### src/design/excp_defs.svh
`ifndef EXCP_DEFS_SVH
`define EXCP_DEFS_SVH

// CSR numbers of the implemented exception registers
`define CSR_CRMD            14'h000
`define CSR_PRMD            14'h001
`define CSR_ECFG            14'h004
`define CSR_ESTAT           14'h005
`define CSR_ERA             14'h006
`define CSR_BADV            14'h007
`define CSR_EENTRY          14'h00c

`define CSR_ADDR_W          14
`define EXC_CAUSE_W         7
`define EXCEPTION_NOP       7'h3f

`define BUBBLE_PC           32'h000000fc   // Empty slot marker

// Field positions
`define CRMD_IE_BIT         2
`define CRMD_MODE_W         3              // PLV and IE
`define ESTAT_ECODE_LSB     16
`define INT_VEC_W           12             // Bits 12..11 and 9..0
`define EENTRY_LOW_W        6

`endif

### src/design/excp_pkg.sv
`include "excp_defs.svh"

package excp_pkg;

    // Memory stage commit record
    typedef struct packed {
        logic [31:0]                               pc;
        logic [5:0]                                is_exception;    // Higher index wins
        logic [5:0][`EXC_CAUSE_W-1:0]              exception_cause;
        logic [31:0]                               exception_addr;
        logic                                      is_ertn;
        logic                                      is_idle;
    } mem_ctrl_t;

    // Stall requests from the pipeline stages
    typedef struct packed {
        logic pause_if;
        logic pause_id;
        logic pause_dispatch;
        logic pause_ex;
        logic pause_mem;
    } pause_t;

    // CSR write leaving write-back
    typedef struct packed {
        logic                   csr_write_en;
        logic [`CSR_ADDR_W-1:0] csr_write_addr;
        logic [31:0]            csr_write_data;
    } csr_push_forward_t;

    // pause[0] PC, [1] icache, [2] instbuffer, [3] id,
    // [4] dispatch, [5] ex, [6] mem
    typedef struct packed {
        logic [6:0] pause;
        logic       exception_flush;
    } ctrl_t;

    typedef struct packed {
        logic [31:0] exception_new_pc;
        logic        is_interrupt;
    } ctrl_pc_t;

endpackage

### src/design/ctrl_csr_if.sv
`timescale 1ns/1ps
`include "excp_defs.svh"

interface ctrl_csr;

    // CSR state towards the controller
    logic [31:0]               ERA_PC;
    logic [31:0]               EENTRY_VA;
    logic [`INT_VEC_W-1:0]     ECFG_LIE;
    logic [`INT_VEC_W-1:0]     ESTAT_IS;
    logic                      CRMD_IE;

    // Exception events towards the CSR file
    logic                      is_exception;
    logic [`EXC_CAUSE_W-1:0]   exception_cause;
    logic [31:0]               exception_pc;
    logic [31:0]               exception_addr;
    logic                      is_ertn;

    modport master (
        input  ERA_PC, EENTRY_VA, ECFG_LIE, ESTAT_IS, CRMD_IE,
        output is_exception, exception_cause, exception_pc, exception_addr, is_ertn
    );

    modport slave (
        output ERA_PC, EENTRY_VA, ECFG_LIE, ESTAT_IS, CRMD_IE,
        input  is_exception, exception_cause, exception_pc, exception_addr, is_ertn
    );

endinterface

### src/design/mem_commit_latch.sv
`timescale 1ns/1ps
`include "excp_defs.svh"

module mem_commit_latch (
    input  logic                clk,
    input  logic                rst_i,
    input  excp_pkg::mem_ctrl_t mem_i,
    input  logic                hold_i,
    input  logic                flush_i,
    output excp_pkg::mem_ctrl_t mem_o
);

    // Empty slot, the commit logic ignores its exception bits
    localparam excp_pkg::mem_ctrl_t BUBBLE = '{
        pc:              `BUBBLE_PC,
        is_exception:    '0,
        exception_cause: '0,
        exception_addr:  '0,
        is_ertn:         1'b0,
        is_idle:         1'b0
    };

    excp_pkg::mem_ctrl_t mem_q;
    logic                load;

    assign load = !hold_i;   // Memory stage stalled keeps the record

    always_ff @(posedge clk) begin
        if (rst_i || flush_i) begin
            mem_q <= BUBBLE;   // Flush beats hold
        end
        else if (load) begin
            mem_q <= mem_i;
        end
    end

    assign mem_o = mem_q;

endmodule

### src/design/ctrl.sv
`timescale 1ns/1ps
`include "excp_defs.svh"

module ctrl (
    input  excp_pkg::pause_t            pause_request_i,
    input  excp_pkg::mem_ctrl_t         mem_i,
    input  excp_pkg::csr_push_forward_t wb_push_forward_i,
    input  logic                        continue_idle_i,
    ctrl_csr.master                     csr_if,
    output excp_pkg::ctrl_t             ctrl_o,
    output excp_pkg::ctrl_pc_t          ctrl_pc_o,
    output logic                        send_inst1_en_o
);

    logic                    wb_en;
    logic [`CSR_ADDR_W-1:0]  wb_addr;
    logic [31:0]             wb_data;
    logic [`INT_VEC_W-1:0]   wb_vec;

    logic [31:0]             era_cur;
    logic [31:0]             eentry_cur;
    logic [`INT_VEC_W-1:0]   lie_cur;
    logic [`INT_VEC_W-1:0]   is_cur;
    logic                    ie_cur;

    logic [`INT_VEC_W-1:0]   int_vec;
    logic                    int_pending;
    logic                    exc_valid;
    logic [`EXC_CAUSE_W-1:0] sel_cause;
    logic                    pause_idle;
    logic [6:0]              pause_vec;
    logic                    flush;

    assign wb_en   = wb_push_forward_i.csr_write_en;
    assign wb_addr = wb_push_forward_i.csr_write_addr;
    assign wb_data = wb_push_forward_i.csr_write_data;
    assign wb_vec  = {wb_data[12:11], wb_data[9:0]};   // Bit 10 not implemented

    // Write-back forwarding of the CSRs the decisions depend on
    assign era_cur    = (wb_en && wb_addr == `CSR_ERA)    ? wb_data : csr_if.ERA_PC;
    assign eentry_cur = (wb_en && wb_addr == `CSR_EENTRY) ? wb_data : csr_if.EENTRY_VA;
    assign lie_cur    = (wb_en && wb_addr == `CSR_ECFG)   ? wb_vec  : csr_if.ECFG_LIE;
    assign is_cur     = (wb_en && wb_addr == `CSR_ESTAT)  ? wb_vec  : csr_if.ESTAT_IS;
    assign ie_cur     = (wb_en && wb_addr == `CSR_CRMD)   ? wb_data[`CRMD_IE_BIT]
                                                          : csr_if.CRMD_IE;

    assign int_vec     = ie_cur ? (lie_cur & is_cur) : '0;
    assign int_pending = (int_vec != '0);

    // Highest set stage bit selects the cause
    always_comb begin
        exc_valid = (mem_i.pc != `BUBBLE_PC) && (mem_i.is_exception != '0);
        sel_cause = `EXCEPTION_NOP;
        for (int i = 0; i < 6; i++) begin
            if (mem_i.is_exception[i]) begin
                sel_cause = mem_i.exception_cause[i];
            end
        end
        if (!exc_valid) begin
            sel_cause = `EXCEPTION_NOP;
        end
    end

    assign csr_if.is_exception    = exc_valid;
    assign csr_if.exception_cause = sel_cause;
    assign csr_if.exception_pc    = mem_i.pc;
    assign csr_if.exception_addr  = mem_i.exception_addr;
    assign csr_if.is_ertn         = mem_i.is_ertn;

    // Bubble still flushes
    assign flush = (mem_i.is_exception != '0) || mem_i.is_ertn;

    // Idle waits for an interrupt or an explicit release
    assign pause_idle = mem_i.is_idle && !int_pending && !continue_idle_i;

    always_comb begin
        if (pause_request_i.pause_if) begin
            pause_vec = 7'b0000001;
        end
        else if (pause_request_i.pause_id) begin
            pause_vec = 7'b0001111;
        end
        else if (pause_request_i.pause_dispatch) begin
            pause_vec = 7'b0011111;
        end
        else if (pause_request_i.pause_ex) begin
            pause_vec = 7'b0111111;
        end
        else if (pause_request_i.pause_mem || pause_idle) begin
            pause_vec = 7'b1111111;
        end
        else begin
            pause_vec = 7'b0000000;
        end
    end

    assign ctrl_o.pause              = pause_vec;
    assign ctrl_o.exception_flush    = flush;
    assign ctrl_pc_o.exception_new_pc = mem_i.is_ertn ? era_cur : eentry_cur;
    assign ctrl_pc_o.is_interrupt    = int_pending;
    assign send_inst1_en_o           = !pause_vec[2];   // Instbuffer stalled

endmodule

### src/design/csr_file.sv
`timescale 1ns/1ps
`include "excp_defs.svh"

module csr_file (
    input  logic                        clk,
    input  logic                        rst_i,
    input  excp_pkg::csr_push_forward_t wb_i,
    input  logic [`CSR_ADDR_W-1:0]      read_addr_i,
    ctrl_csr.slave                      csr_if,
    output logic [31:0]                 read_data_o
);

    logic [`CRMD_MODE_W-1:0]          crmd;       // IE, PLV
    logic [`CRMD_MODE_W-1:0]          prmd;       // PIE, PPLV
    logic [`INT_VEC_W-1:0]            ecfg_lie;
    logic [`INT_VEC_W-1:0]            estat_is;
    logic [`EXC_CAUSE_W-1:0]          estat_ecode;
    logic [31:0]                      era;
    logic [31:0]                      badv;
    logic [31:`EENTRY_LOW_W]          eentry;

    logic                             sw_we;
    logic [31:0]                      sw_data;
    logic [`INT_VEC_W-1:0]            sw_vec;

    logic [31:0]                      ecfg_full;
    logic [31:0]                      estat_full;

    assign sw_we   = wb_i.csr_write_en;
    assign sw_data = wb_i.csr_write_data;
    assign sw_vec  = {sw_data[12:11], sw_data[9:0]};

    always_ff @(posedge clk) begin
        if (rst_i) begin
            crmd        <= '0;   // PLV 0, interrupts off
            prmd        <= '0;
            ecfg_lie    <= '0;
            estat_is    <= '0;
            estat_ecode <= '0;
            era         <= '0;
            badv        <= '0;
            eentry      <= '0;
        end
        else if (csr_if.is_exception) begin
            prmd        <= crmd;
            crmd        <= '0;
            era         <= csr_if.exception_pc;
            badv        <= csr_if.exception_addr;
            estat_ecode <= csr_if.exception_cause;
        end
        else if (csr_if.is_ertn) begin
            crmd <= prmd;
        end
        else if (sw_we) begin
            case (wb_i.csr_write_addr)
                `CSR_CRMD: begin
                    crmd <= sw_data[`CRMD_MODE_W-1:0];
                end
                `CSR_PRMD: begin
                    prmd <= sw_data[`CRMD_MODE_W-1:0];
                end
                `CSR_ECFG: begin
                    ecfg_lie <= sw_vec;
                end
                `CSR_ESTAT: begin
                    estat_is    <= sw_vec;
                    estat_ecode <= '0;   // Only the IS bits survive a write
                end
                `CSR_ERA: begin
                    era <= sw_data;
                end
                `CSR_BADV: begin
                    badv <= sw_data;
                end
                `CSR_EENTRY: begin
                    eentry <= sw_data[31:`EENTRY_LOW_W];
                end
                default: begin
                end
            endcase
        end
    end

    // Bit 10 of the interrupt fields reads as zero
    assign ecfg_full  = {19'b0, ecfg_lie[11:10], 1'b0, ecfg_lie[9:0]};
    assign estat_full = {9'b0, estat_ecode, 3'b0, estat_is[11:10], 1'b0, estat_is[9:0]};

    always_comb begin
        case (read_addr_i)
            `CSR_CRMD:   read_data_o = {{(32-`CRMD_MODE_W){1'b0}}, crmd};
            `CSR_PRMD:   read_data_o = {{(32-`CRMD_MODE_W){1'b0}}, prmd};
            `CSR_ECFG:   read_data_o = ecfg_full;
            `CSR_ESTAT:  read_data_o = estat_full;
            `CSR_ERA:    read_data_o = era;
            `CSR_BADV:   read_data_o = badv;
            `CSR_EENTRY: read_data_o = {eentry, {`EENTRY_LOW_W{1'b0}}};
            default:     read_data_o = 32'b0;
        endcase
    end

    assign csr_if.ERA_PC    = era;
    assign csr_if.EENTRY_VA = {eentry, {`EENTRY_LOW_W{1'b0}}};
    assign csr_if.ECFG_LIE  = ecfg_lie;
    assign csr_if.ESTAT_IS  = estat_is;
    assign csr_if.CRMD_IE   = crmd[`CRMD_IE_BIT];

endmodule

### src/design/excp_ctrl_top.sv
`timescale 1ns/1ps
`include "excp_defs.svh"

module excp_ctrl_top (
    input  logic                     clk,
    input  logic                     rst_i,
    input  logic [31:0]              mem_pc_i,
    input  logic [5:0]               mem_is_exception_i,
    input  logic [6*`EXC_CAUSE_W-1:0] mem_exception_cause_i,   // Entry 0 in low bits
    input  logic [31:0]              mem_exception_addr_i,
    input  logic                     mem_is_ertn_i,
    input  logic                     mem_is_idle_i,
    input  logic                     pause_if_i,
    input  logic                     pause_id_i,
    input  logic                     pause_dispatch_i,
    input  logic                     pause_ex_i,
    input  logic                     pause_mem_i,
    input  logic                     continue_idle_i,
    input  logic                     wb_csr_write_en_i,
    input  logic [`CSR_ADDR_W-1:0]   wb_csr_write_addr_i,
    input  logic [31:0]              wb_csr_write_data_i,
    input  logic [`CSR_ADDR_W-1:0]   csr_read_addr_i,
    output logic [6:0]               pause_o,
    output logic                     exception_flush_o,
    output logic [31:0]              exception_new_pc_o,
    output logic                     is_interrupt_o,
    output logic                     send_inst1_en_o,
    output logic [31:0]              csr_read_data_o
);

    excp_pkg::mem_ctrl_t         mem_in;
    excp_pkg::mem_ctrl_t         mem_q;
    excp_pkg::pause_t            pause_req;
    excp_pkg::csr_push_forward_t wb_fwd;
    excp_pkg::ctrl_t             ctrl_out;
    excp_pkg::ctrl_pc_t          ctrl_pc;

    ctrl_csr csr_bus ();

    assign mem_in.pc              = mem_pc_i;
    assign mem_in.is_exception    = mem_is_exception_i;
    assign mem_in.exception_cause = mem_exception_cause_i;
    assign mem_in.exception_addr  = mem_exception_addr_i;
    assign mem_in.is_ertn         = mem_is_ertn_i;
    assign mem_in.is_idle         = mem_is_idle_i;

    assign pause_req = '{pause_if:       pause_if_i,
                         pause_id:       pause_id_i,
                         pause_dispatch: pause_dispatch_i,
                         pause_ex:       pause_ex_i,
                         pause_mem:      pause_mem_i};

    assign wb_fwd = '{csr_write_en:   wb_csr_write_en_i,
                      csr_write_addr: wb_csr_write_addr_i,
                      csr_write_data: wb_csr_write_data_i};

    mem_commit_latch u_latch (
        .clk     (clk),
        .rst_i   (rst_i),
        .mem_i   (mem_in),
        .hold_i  (ctrl_out.pause[6]),       // Memory stage stall
        .flush_i (ctrl_out.exception_flush),
        .mem_o   (mem_q)
    );

    ctrl u_ctrl (
        .pause_request_i   (pause_req),
        .mem_i             (mem_q),
        .wb_push_forward_i (wb_fwd),
        .continue_idle_i   (continue_idle_i),
        .csr_if            (csr_bus.master),
        .ctrl_o            (ctrl_out),
        .ctrl_pc_o         (ctrl_pc),
        .send_inst1_en_o   (send_inst1_en_o)
    );

    csr_file u_csr (
        .clk         (clk),
        .rst_i       (rst_i),
        .wb_i        (wb_fwd),
        .read_addr_i (csr_read_addr_i),
        .csr_if      (csr_bus.slave),
        .read_data_o (csr_read_data_o)
    );

    assign pause_o            = ctrl_out.pause;
    assign exception_flush_o  = ctrl_out.exception_flush;
    assign exception_new_pc_o = ctrl_pc.exception_new_pc;
    assign is_interrupt_o     = ctrl_pc.is_interrupt;

endmodule

### config.mk
export PLATFORM = sky130hd
export DESIGN_NAME = excp_ctrl_top
export DESIGN_NICKNAME = d
export VERILOG_FILES = /design/src/design/excp_pkg.sv /design/src/design/ctrl_csr_if.sv /design/src/design/mem_commit_latch.sv /design/src/design/ctrl.sv /design/src/design/csr_file.sv /design/src/design/excp_ctrl_top.sv
export VERILOG_INCLUDE_DIRS = /design/src /design/src/design
export SDC_FILE = /design/constraint.sdc
export NUM_CORES = 1
export LEC_CHECK = 0
export ABC_AREA = 1
export BUFFER_PORTS_ARGS = -buffer_cell sky130_fd_sc_hd__buf_2
export CAP_MARGIN = 20
export CORE_ASPECT_RATIO = 1.75
export CORE_MARGIN = 2
export CORE_UTILIZATION = 45
export DETAILED_ROUTE_END_ITERATION = 7
export PLACE_DENSITY = 0.67
export SYNTH_ARGS = -nofsm -noshare
export SYNTH_HDL_FRONTEND = slang
export SYNTH_SLANG_ARGS = --single-unit
### constraint.sdc
create_clock -name clk -period 4.3 [get_ports clk]
set_input_delay 0.43 -clock clk [delete_from_list [all_inputs] [get_ports clk]]
set_output_delay 0.43 -clock clk [all_outputs]
set_load 0.01 [all_outputs]
After elaboration in Yosys (flattened, before gate mapping)

Cells that the tools add are included.

Logic and storage cells: 108
Bits in registers: 241
Input bits: 183
Output and inout bits: 74

Eq/ne operators: 14
Multiplexer cells: 38
Bitwise logic cells: 3
Reduce and logical (&&, ||, !) cells: 34

Operators by type and width:

| cell                                            | number |
|---|---|
| 2-to-1 mux 32 bit                               | 11 |
| one-hot mux 32 bit (7 select lines)             | 1 |
| == test 14 x 3 -> 1 bit (second input constant) | 8 |
| 2-to-1 mux 7 bit                                | 15 |
| 2-to-1 mux 12 bit                               | 3 |
| != test 32 x 8 -> 1 bit (second input constant) | 1 |
| == test 14 x 1 -> 1 bit (second input constant) | 2 |
| == test 14 x 4 -> 1 bit (second input constant) | 2 |
| zero test 14 bit                                | 2 |
| 2-to-1 mux 3 bit                                | 7 |
| nonzero test 2 bit                              | 7 |
| bitwise AND 12 bit                              | 1 |
| AND reduction 3 bit                             | 4 |
| AND reduction 4 bit                             | 3 |
| nonzero test 12 bit                             | 1 |
| logical AND 1 bit                               | 8 |
| nonzero test 6 bit                              | 1 |
| zero test 1 bit                                 | 3 |
| logical OR 1 bit                                | 3 |
| != test 2 bit (second input constant)           | 1 |
| inverter 1 bit                                  | 2 |
| AND reduction 2 bit                             | 1 |
| OR reduction 2 bit                              | 1 |
| 2-to-1 mux 1 bit                                | 1 |

Depth between registers and ports, before layout

Depth in word-level cells: 16
Mapped depth: 18
Mapped depth without buffers: 15

By module

Synthesis repeated with hierarchy kept, for this count alone.

Cells, all modules: 2331
Area total of the unflattened synthesis: 14322.5 µm²

By module, submodules not included:

| module           | area an instance (µm²) | times used | seq. area each (µm²) | cells each |
|---|---|---|---|---|
| csr_file         | 6882.9                 | 1          | 2542.4               | 1130 |
| mem_commit_latch | 4601.9                 | 1          | 2282.2               | 711 |
| ctrl             | 2837.7                 | 1          | 0.0                  | 490 |

Least setup slack after synthesis

OpenSTA, ideal clock, no wires.

Path type: in2out
From: input wb_csr_write_addr_i[5]
To: output pause_o[6]
Arrival: 2.280 ns
Path buffers: 3
Required time: 3.870 ns
Setup slack: 1.590 ns
Cell stages on the path: 16
Path through: nor2_1 > nand2_2 > nor2_4 > nand3_4 > buf_4 > nand2_1 > o21ai_1 > nand3_1 > nand2_1 > nor2_2 > nand4_2 > nand2_4 > buf_6 > nand2_1 > inv_1 > buf_4

Longest elaborated chain between the ends: 15
Elaborated cells on any way between the ends: 21
Those cells by class: eq/ne: 2; mux: 9; bitwise: 1; reduce/logical: 9

Ends and longest elaborated chain:

| item                                 | line                   | source |
|---|---|---|
| from (decl)                          | excp_ctrl_top.sv:20    | `` input logic [`CSR_ADDR_W-1:0] wb_csr_write_addr_i, `` |
| == test 14 x 3 -> 1 bit              | --                     |  |
| logical AND 1 bit (no line)          | --                     |  |
| 2-to-1 mux 12 bit (on tied branches) | ctrl.sv:42, ctrl.sv:43 |  |
| bitwise AND 12 bit                   | ctrl.sv:47             | `assign int_vec = ie_cur ? (lie_cur & is_cur) : '0;` |
| 2-to-1 mux 12 bit (*)                | ctrl.sv:47             |  |
| nonzero test 12 bit (*)              | ctrl.sv:48             | `assign int_pending = (int_vec != '0);` |
| zero test 1 bit (*)                  | ctrl.sv:74             | `assign pause_idle = mem_i.is_idle && !int_pending && !continue_idle_i;` |
| logical AND 1 bit (*) (2 in series)  | ctrl.sv:74             |  |
| logical OR 1 bit (*)                 | ctrl.sv:89             | `else if (pause_request_i.pause_mem \|\| pause_idle) begin` |
| 2-to-1 mux 7 bit (*)                 | ctrl.sv:89             |  |
| 2-to-1 mux 7 bit (*)                 | ctrl.sv:86             | `else if (pause_request_i.pause_ex) begin` |
| 2-to-1 mux 7 bit (*)                 | ctrl.sv:83             | `else if (pause_request_i.pause_dispatch) begin` |
| 2-to-1 mux 7 bit (*)                 | ctrl.sv:80             | `else if (pause_request_i.pause_id) begin` |
| 2-to-1 mux 7 bit (*)                 | ctrl.sv:77             | `if (pause_request_i.pause_if) begin` |
| to (decl)                            | excp_ctrl_top.sv:23    | `output logic [6:0] pause_o,` |

Every way passes the cells marked *; elsewhere a longest branch is shown, timed or not.

Worst setup path in the final report

From: input wb_csr_write_addr_i[11]
To: output pause_o[6]

The elaborated chain is that of the path after synthesis.

==> impl_metrics.tcl <==
set metrics [dict create \
    avgViaCountPerCell 5.53 \
    grt_pass1_vias 12900 \
    path_clk_slew_ns 0.07 \
    cts_tree "yes" \
    syn-mean-instance-area_um2 6.85 \
    yosysSeqAreaShare 0.372 \
    max_freq_mhz 289 \
    die_h_um 229 \
    hold_class "input pin to flip-flop" \
    design.die.area_um2 30200 \
    antenna_found_initial 5 \
    worst-setup-path-type "input pin to output port" \
    final_core_util 0.533 \
    dp.cells 2409 \
    grt_pass1_wl_um 68300 \
    crit_start "wb_csr_write_addr_i[11]" \
    grt_overflow 0 \
    synthCells 1891 \
    cts_resized 0 \
    die_x_um 132 \
    use_met3 0.0421 \
    grt_use_met2 0.486 \
    hold_viol_final 0 \
    grt-busiest-layer "met2" \
    synth_area_leader_cell "dfxtp_1" \
    cp_max_fo 42 \
    cts.sinks 241 \
    drt_iter0_drc 1177 \
    worstSetupStartpointType "input pin" \
    grt_max_degree 137 \
    r2r-start "u_latch.mem_o[109]" \
    place_ws_ns 0.831 \
    core_area_um2 28500 \
    gr-usage-all-layers 0.282 \
    clock-root-buffer "clkbuf_16" \
    synth_area_leaders "dfxtp_1 (37%), nand2_1 (11%), inv_1 (6.5%), a21oi_1 (6.0%), nand3_1 (5.9%)" \
    rsz0062_at_grt "no" \
    row_count 82 \
    hold_buffers 0 \
    firstDrtPassIters 5 \
    ant_nets 0 \
    final_area_um2 15200 \
    setup_violations 0 \
    cts_buffers 24 \
    port_buffers 256 \
    worst_pin_slew_ns 1.09 \
    outcome "finished clean" \
    fin_cells 2455 \
    grt_use_met1 0.314 \
    synth_top_area_share 0.372 \
    finalNetCount 2240 \
    hpwl_um 31600 \
    async_reset_ff_frac 0 \
    synth_fp_nets 2074 \
    drc 0 \
    max-cap-violations 0 \
    cp.arrival_ns 3.02 \
    vias 13600 \
    dpl_cell_area_um2 14300 \
    peakVddDrop_mv 0.391 \
    synth.most_common_cell "nand2_1" \
    drive_gt1_frac 0.203 \
    htree_levels 1 \
    synth_edf_count 0 \
    io_pins 257 \
    power_density_nw_per_um2 516 \
    drv_slew 0 \
    clk_path_buf_depth 3 \
    insertion_delay_ns 0.53 \
    postCtsSetupBuffers 0 \
    p_leak_nw 6.47 \
    wl_per_cell_um 18.1 \
    tns_ns 0 \
    min_from "mem_pc_i[4]" \
    area_growth_syn_to_layout_pct 17.3 \
    synthTopCellsByCount "nand2_1 (394), dfxtp_1 (241), inv_1 (224)" \
    fin_crit_sh 0.803 \
    ys_warn_count 0 \
    synth_cell_type_count 38 \
    fin_skew_ns 0.00961 \
    place_congestion 0.911 \
    required_ns 3.87 \
    wirelength_um 44400 \
    start_util 0.454 \
    relSlewSlack 0.272 \
    setup_slack_ns 0.846 \
    ys_ff_latch 241 \
    synthesis.area_um2 13000 \
    synth_ff_type "dfxtp_1" \
    min_period_ns 3.45 \
    cp-end-kind "output port" \
]
[report_power, final]
part           total [W]  switching, W  internal (W)
clock network    0.00242      0.000916       0.00150
registers        0.00302      0.000327       0.00269
logic            0.00241       0.00164      0.000765
total            0.00784       0.00288       0.00496
[worst max-delay path, stage by stage]
cell	delay [ns]
buf_2	0.09
nor2_1	0.15
nand2_1	0.15
nor2_8	0.27
nand3_1	0.16
nand2_1	0.11
nand2_2	0.16
nand3_1	0.14
nand2_1	0.08
nor2_2	0.17
nand4_2	0.27
nand2_8	0.37
nand2_1	0.21
inv_1	0.13
buf_2	0.14
[cells in the final DEF, fill, tap and decap left out, drive strengths merged, types with 3 or more instances in the layout]
cell type	netlist	final
bufinv	0	6
nand4	28	28
nand2	397	397
nor4	6	6
a211oi	26	26
dfxtp	241	241
a21oi	225	225
a31oi	33	33
inv	227	227
buf	47	281
clkinv	3	9
diode	0	3
o22ai	6	6
o211ai	11	11
o221ai	42	42
o21ai	121	121
clkbuf	94	31
nor2	174	174
a22oi	44	44
nand3	154	154
nor3	8	8
[metal layers]
metal / wire length, um / vias up / share of wire
li1: - / 6661 / -
met1: 16400 / 6166 / 0.37
met2: 21500 / 610 / 0.48
met3: 2940 / 144 / 0.066
met4: 3530 / 4 / 0.080
met5: 25 / - / 0.00056
[per-stage QoR]
stage	total power, W	hold slack (ns)
after floorplan	0.00458	0.437
after global placement	0.00539	0.450
after detailed placement	0.00544	0.460
after CTS	0.00785	0.0958
after global routing	0.00826	0.122
final	0.00784	0.108
[final timing paths]
| path | endpoint | slack (ns) | depth (start not counted) |
|---|---|---|---|
| worst max-delay path | pause_o[6] | 0.85 | 15 |
| worst min-delay path | u_latch.mem_o[86] | 0.11 | 3 |
| worst max register to register | u_csr.eentry[28] | 1.18 | 11 |
| worst min register to register | u_csr.csr_if.ECFG_LIE[2] | 0.47 | 2 |
[registers in the layout, summed over array words and instances, names as in the netlist]
register / cells
u_csr.badv: 32
u_csr.crmd: 3
u_csr.csr_if.ECFG_LIE: 12
u_csr.csr_if.ERA_PC: 32
u_csr.csr_if.ESTAT_IS: 12
u_csr.eentry: 26
u_csr.estat_ecode: 7
u_csr.prmd: 3
u_latch.mem_o: 114
[cells by family after synthesis]
kind of cell	share of synthesized area
and+or+nand+nor	0.252
AOI/OAI and AO/OA	0.251
buffers and inverters	0.125
DFF	0.372
[area by class of cell]
type	instances	area (um^2)
clock inverters	12	210
diodes	3	7.51
multi-input cells	1279	6560
clock buffers	31	698
repair buffers	281	1560
well taps	378	473
inverters	230	863
fillers	2902	13300
flip-flops and latches	241	4830
Note: power is estimated with default switching activity, not from simulation.
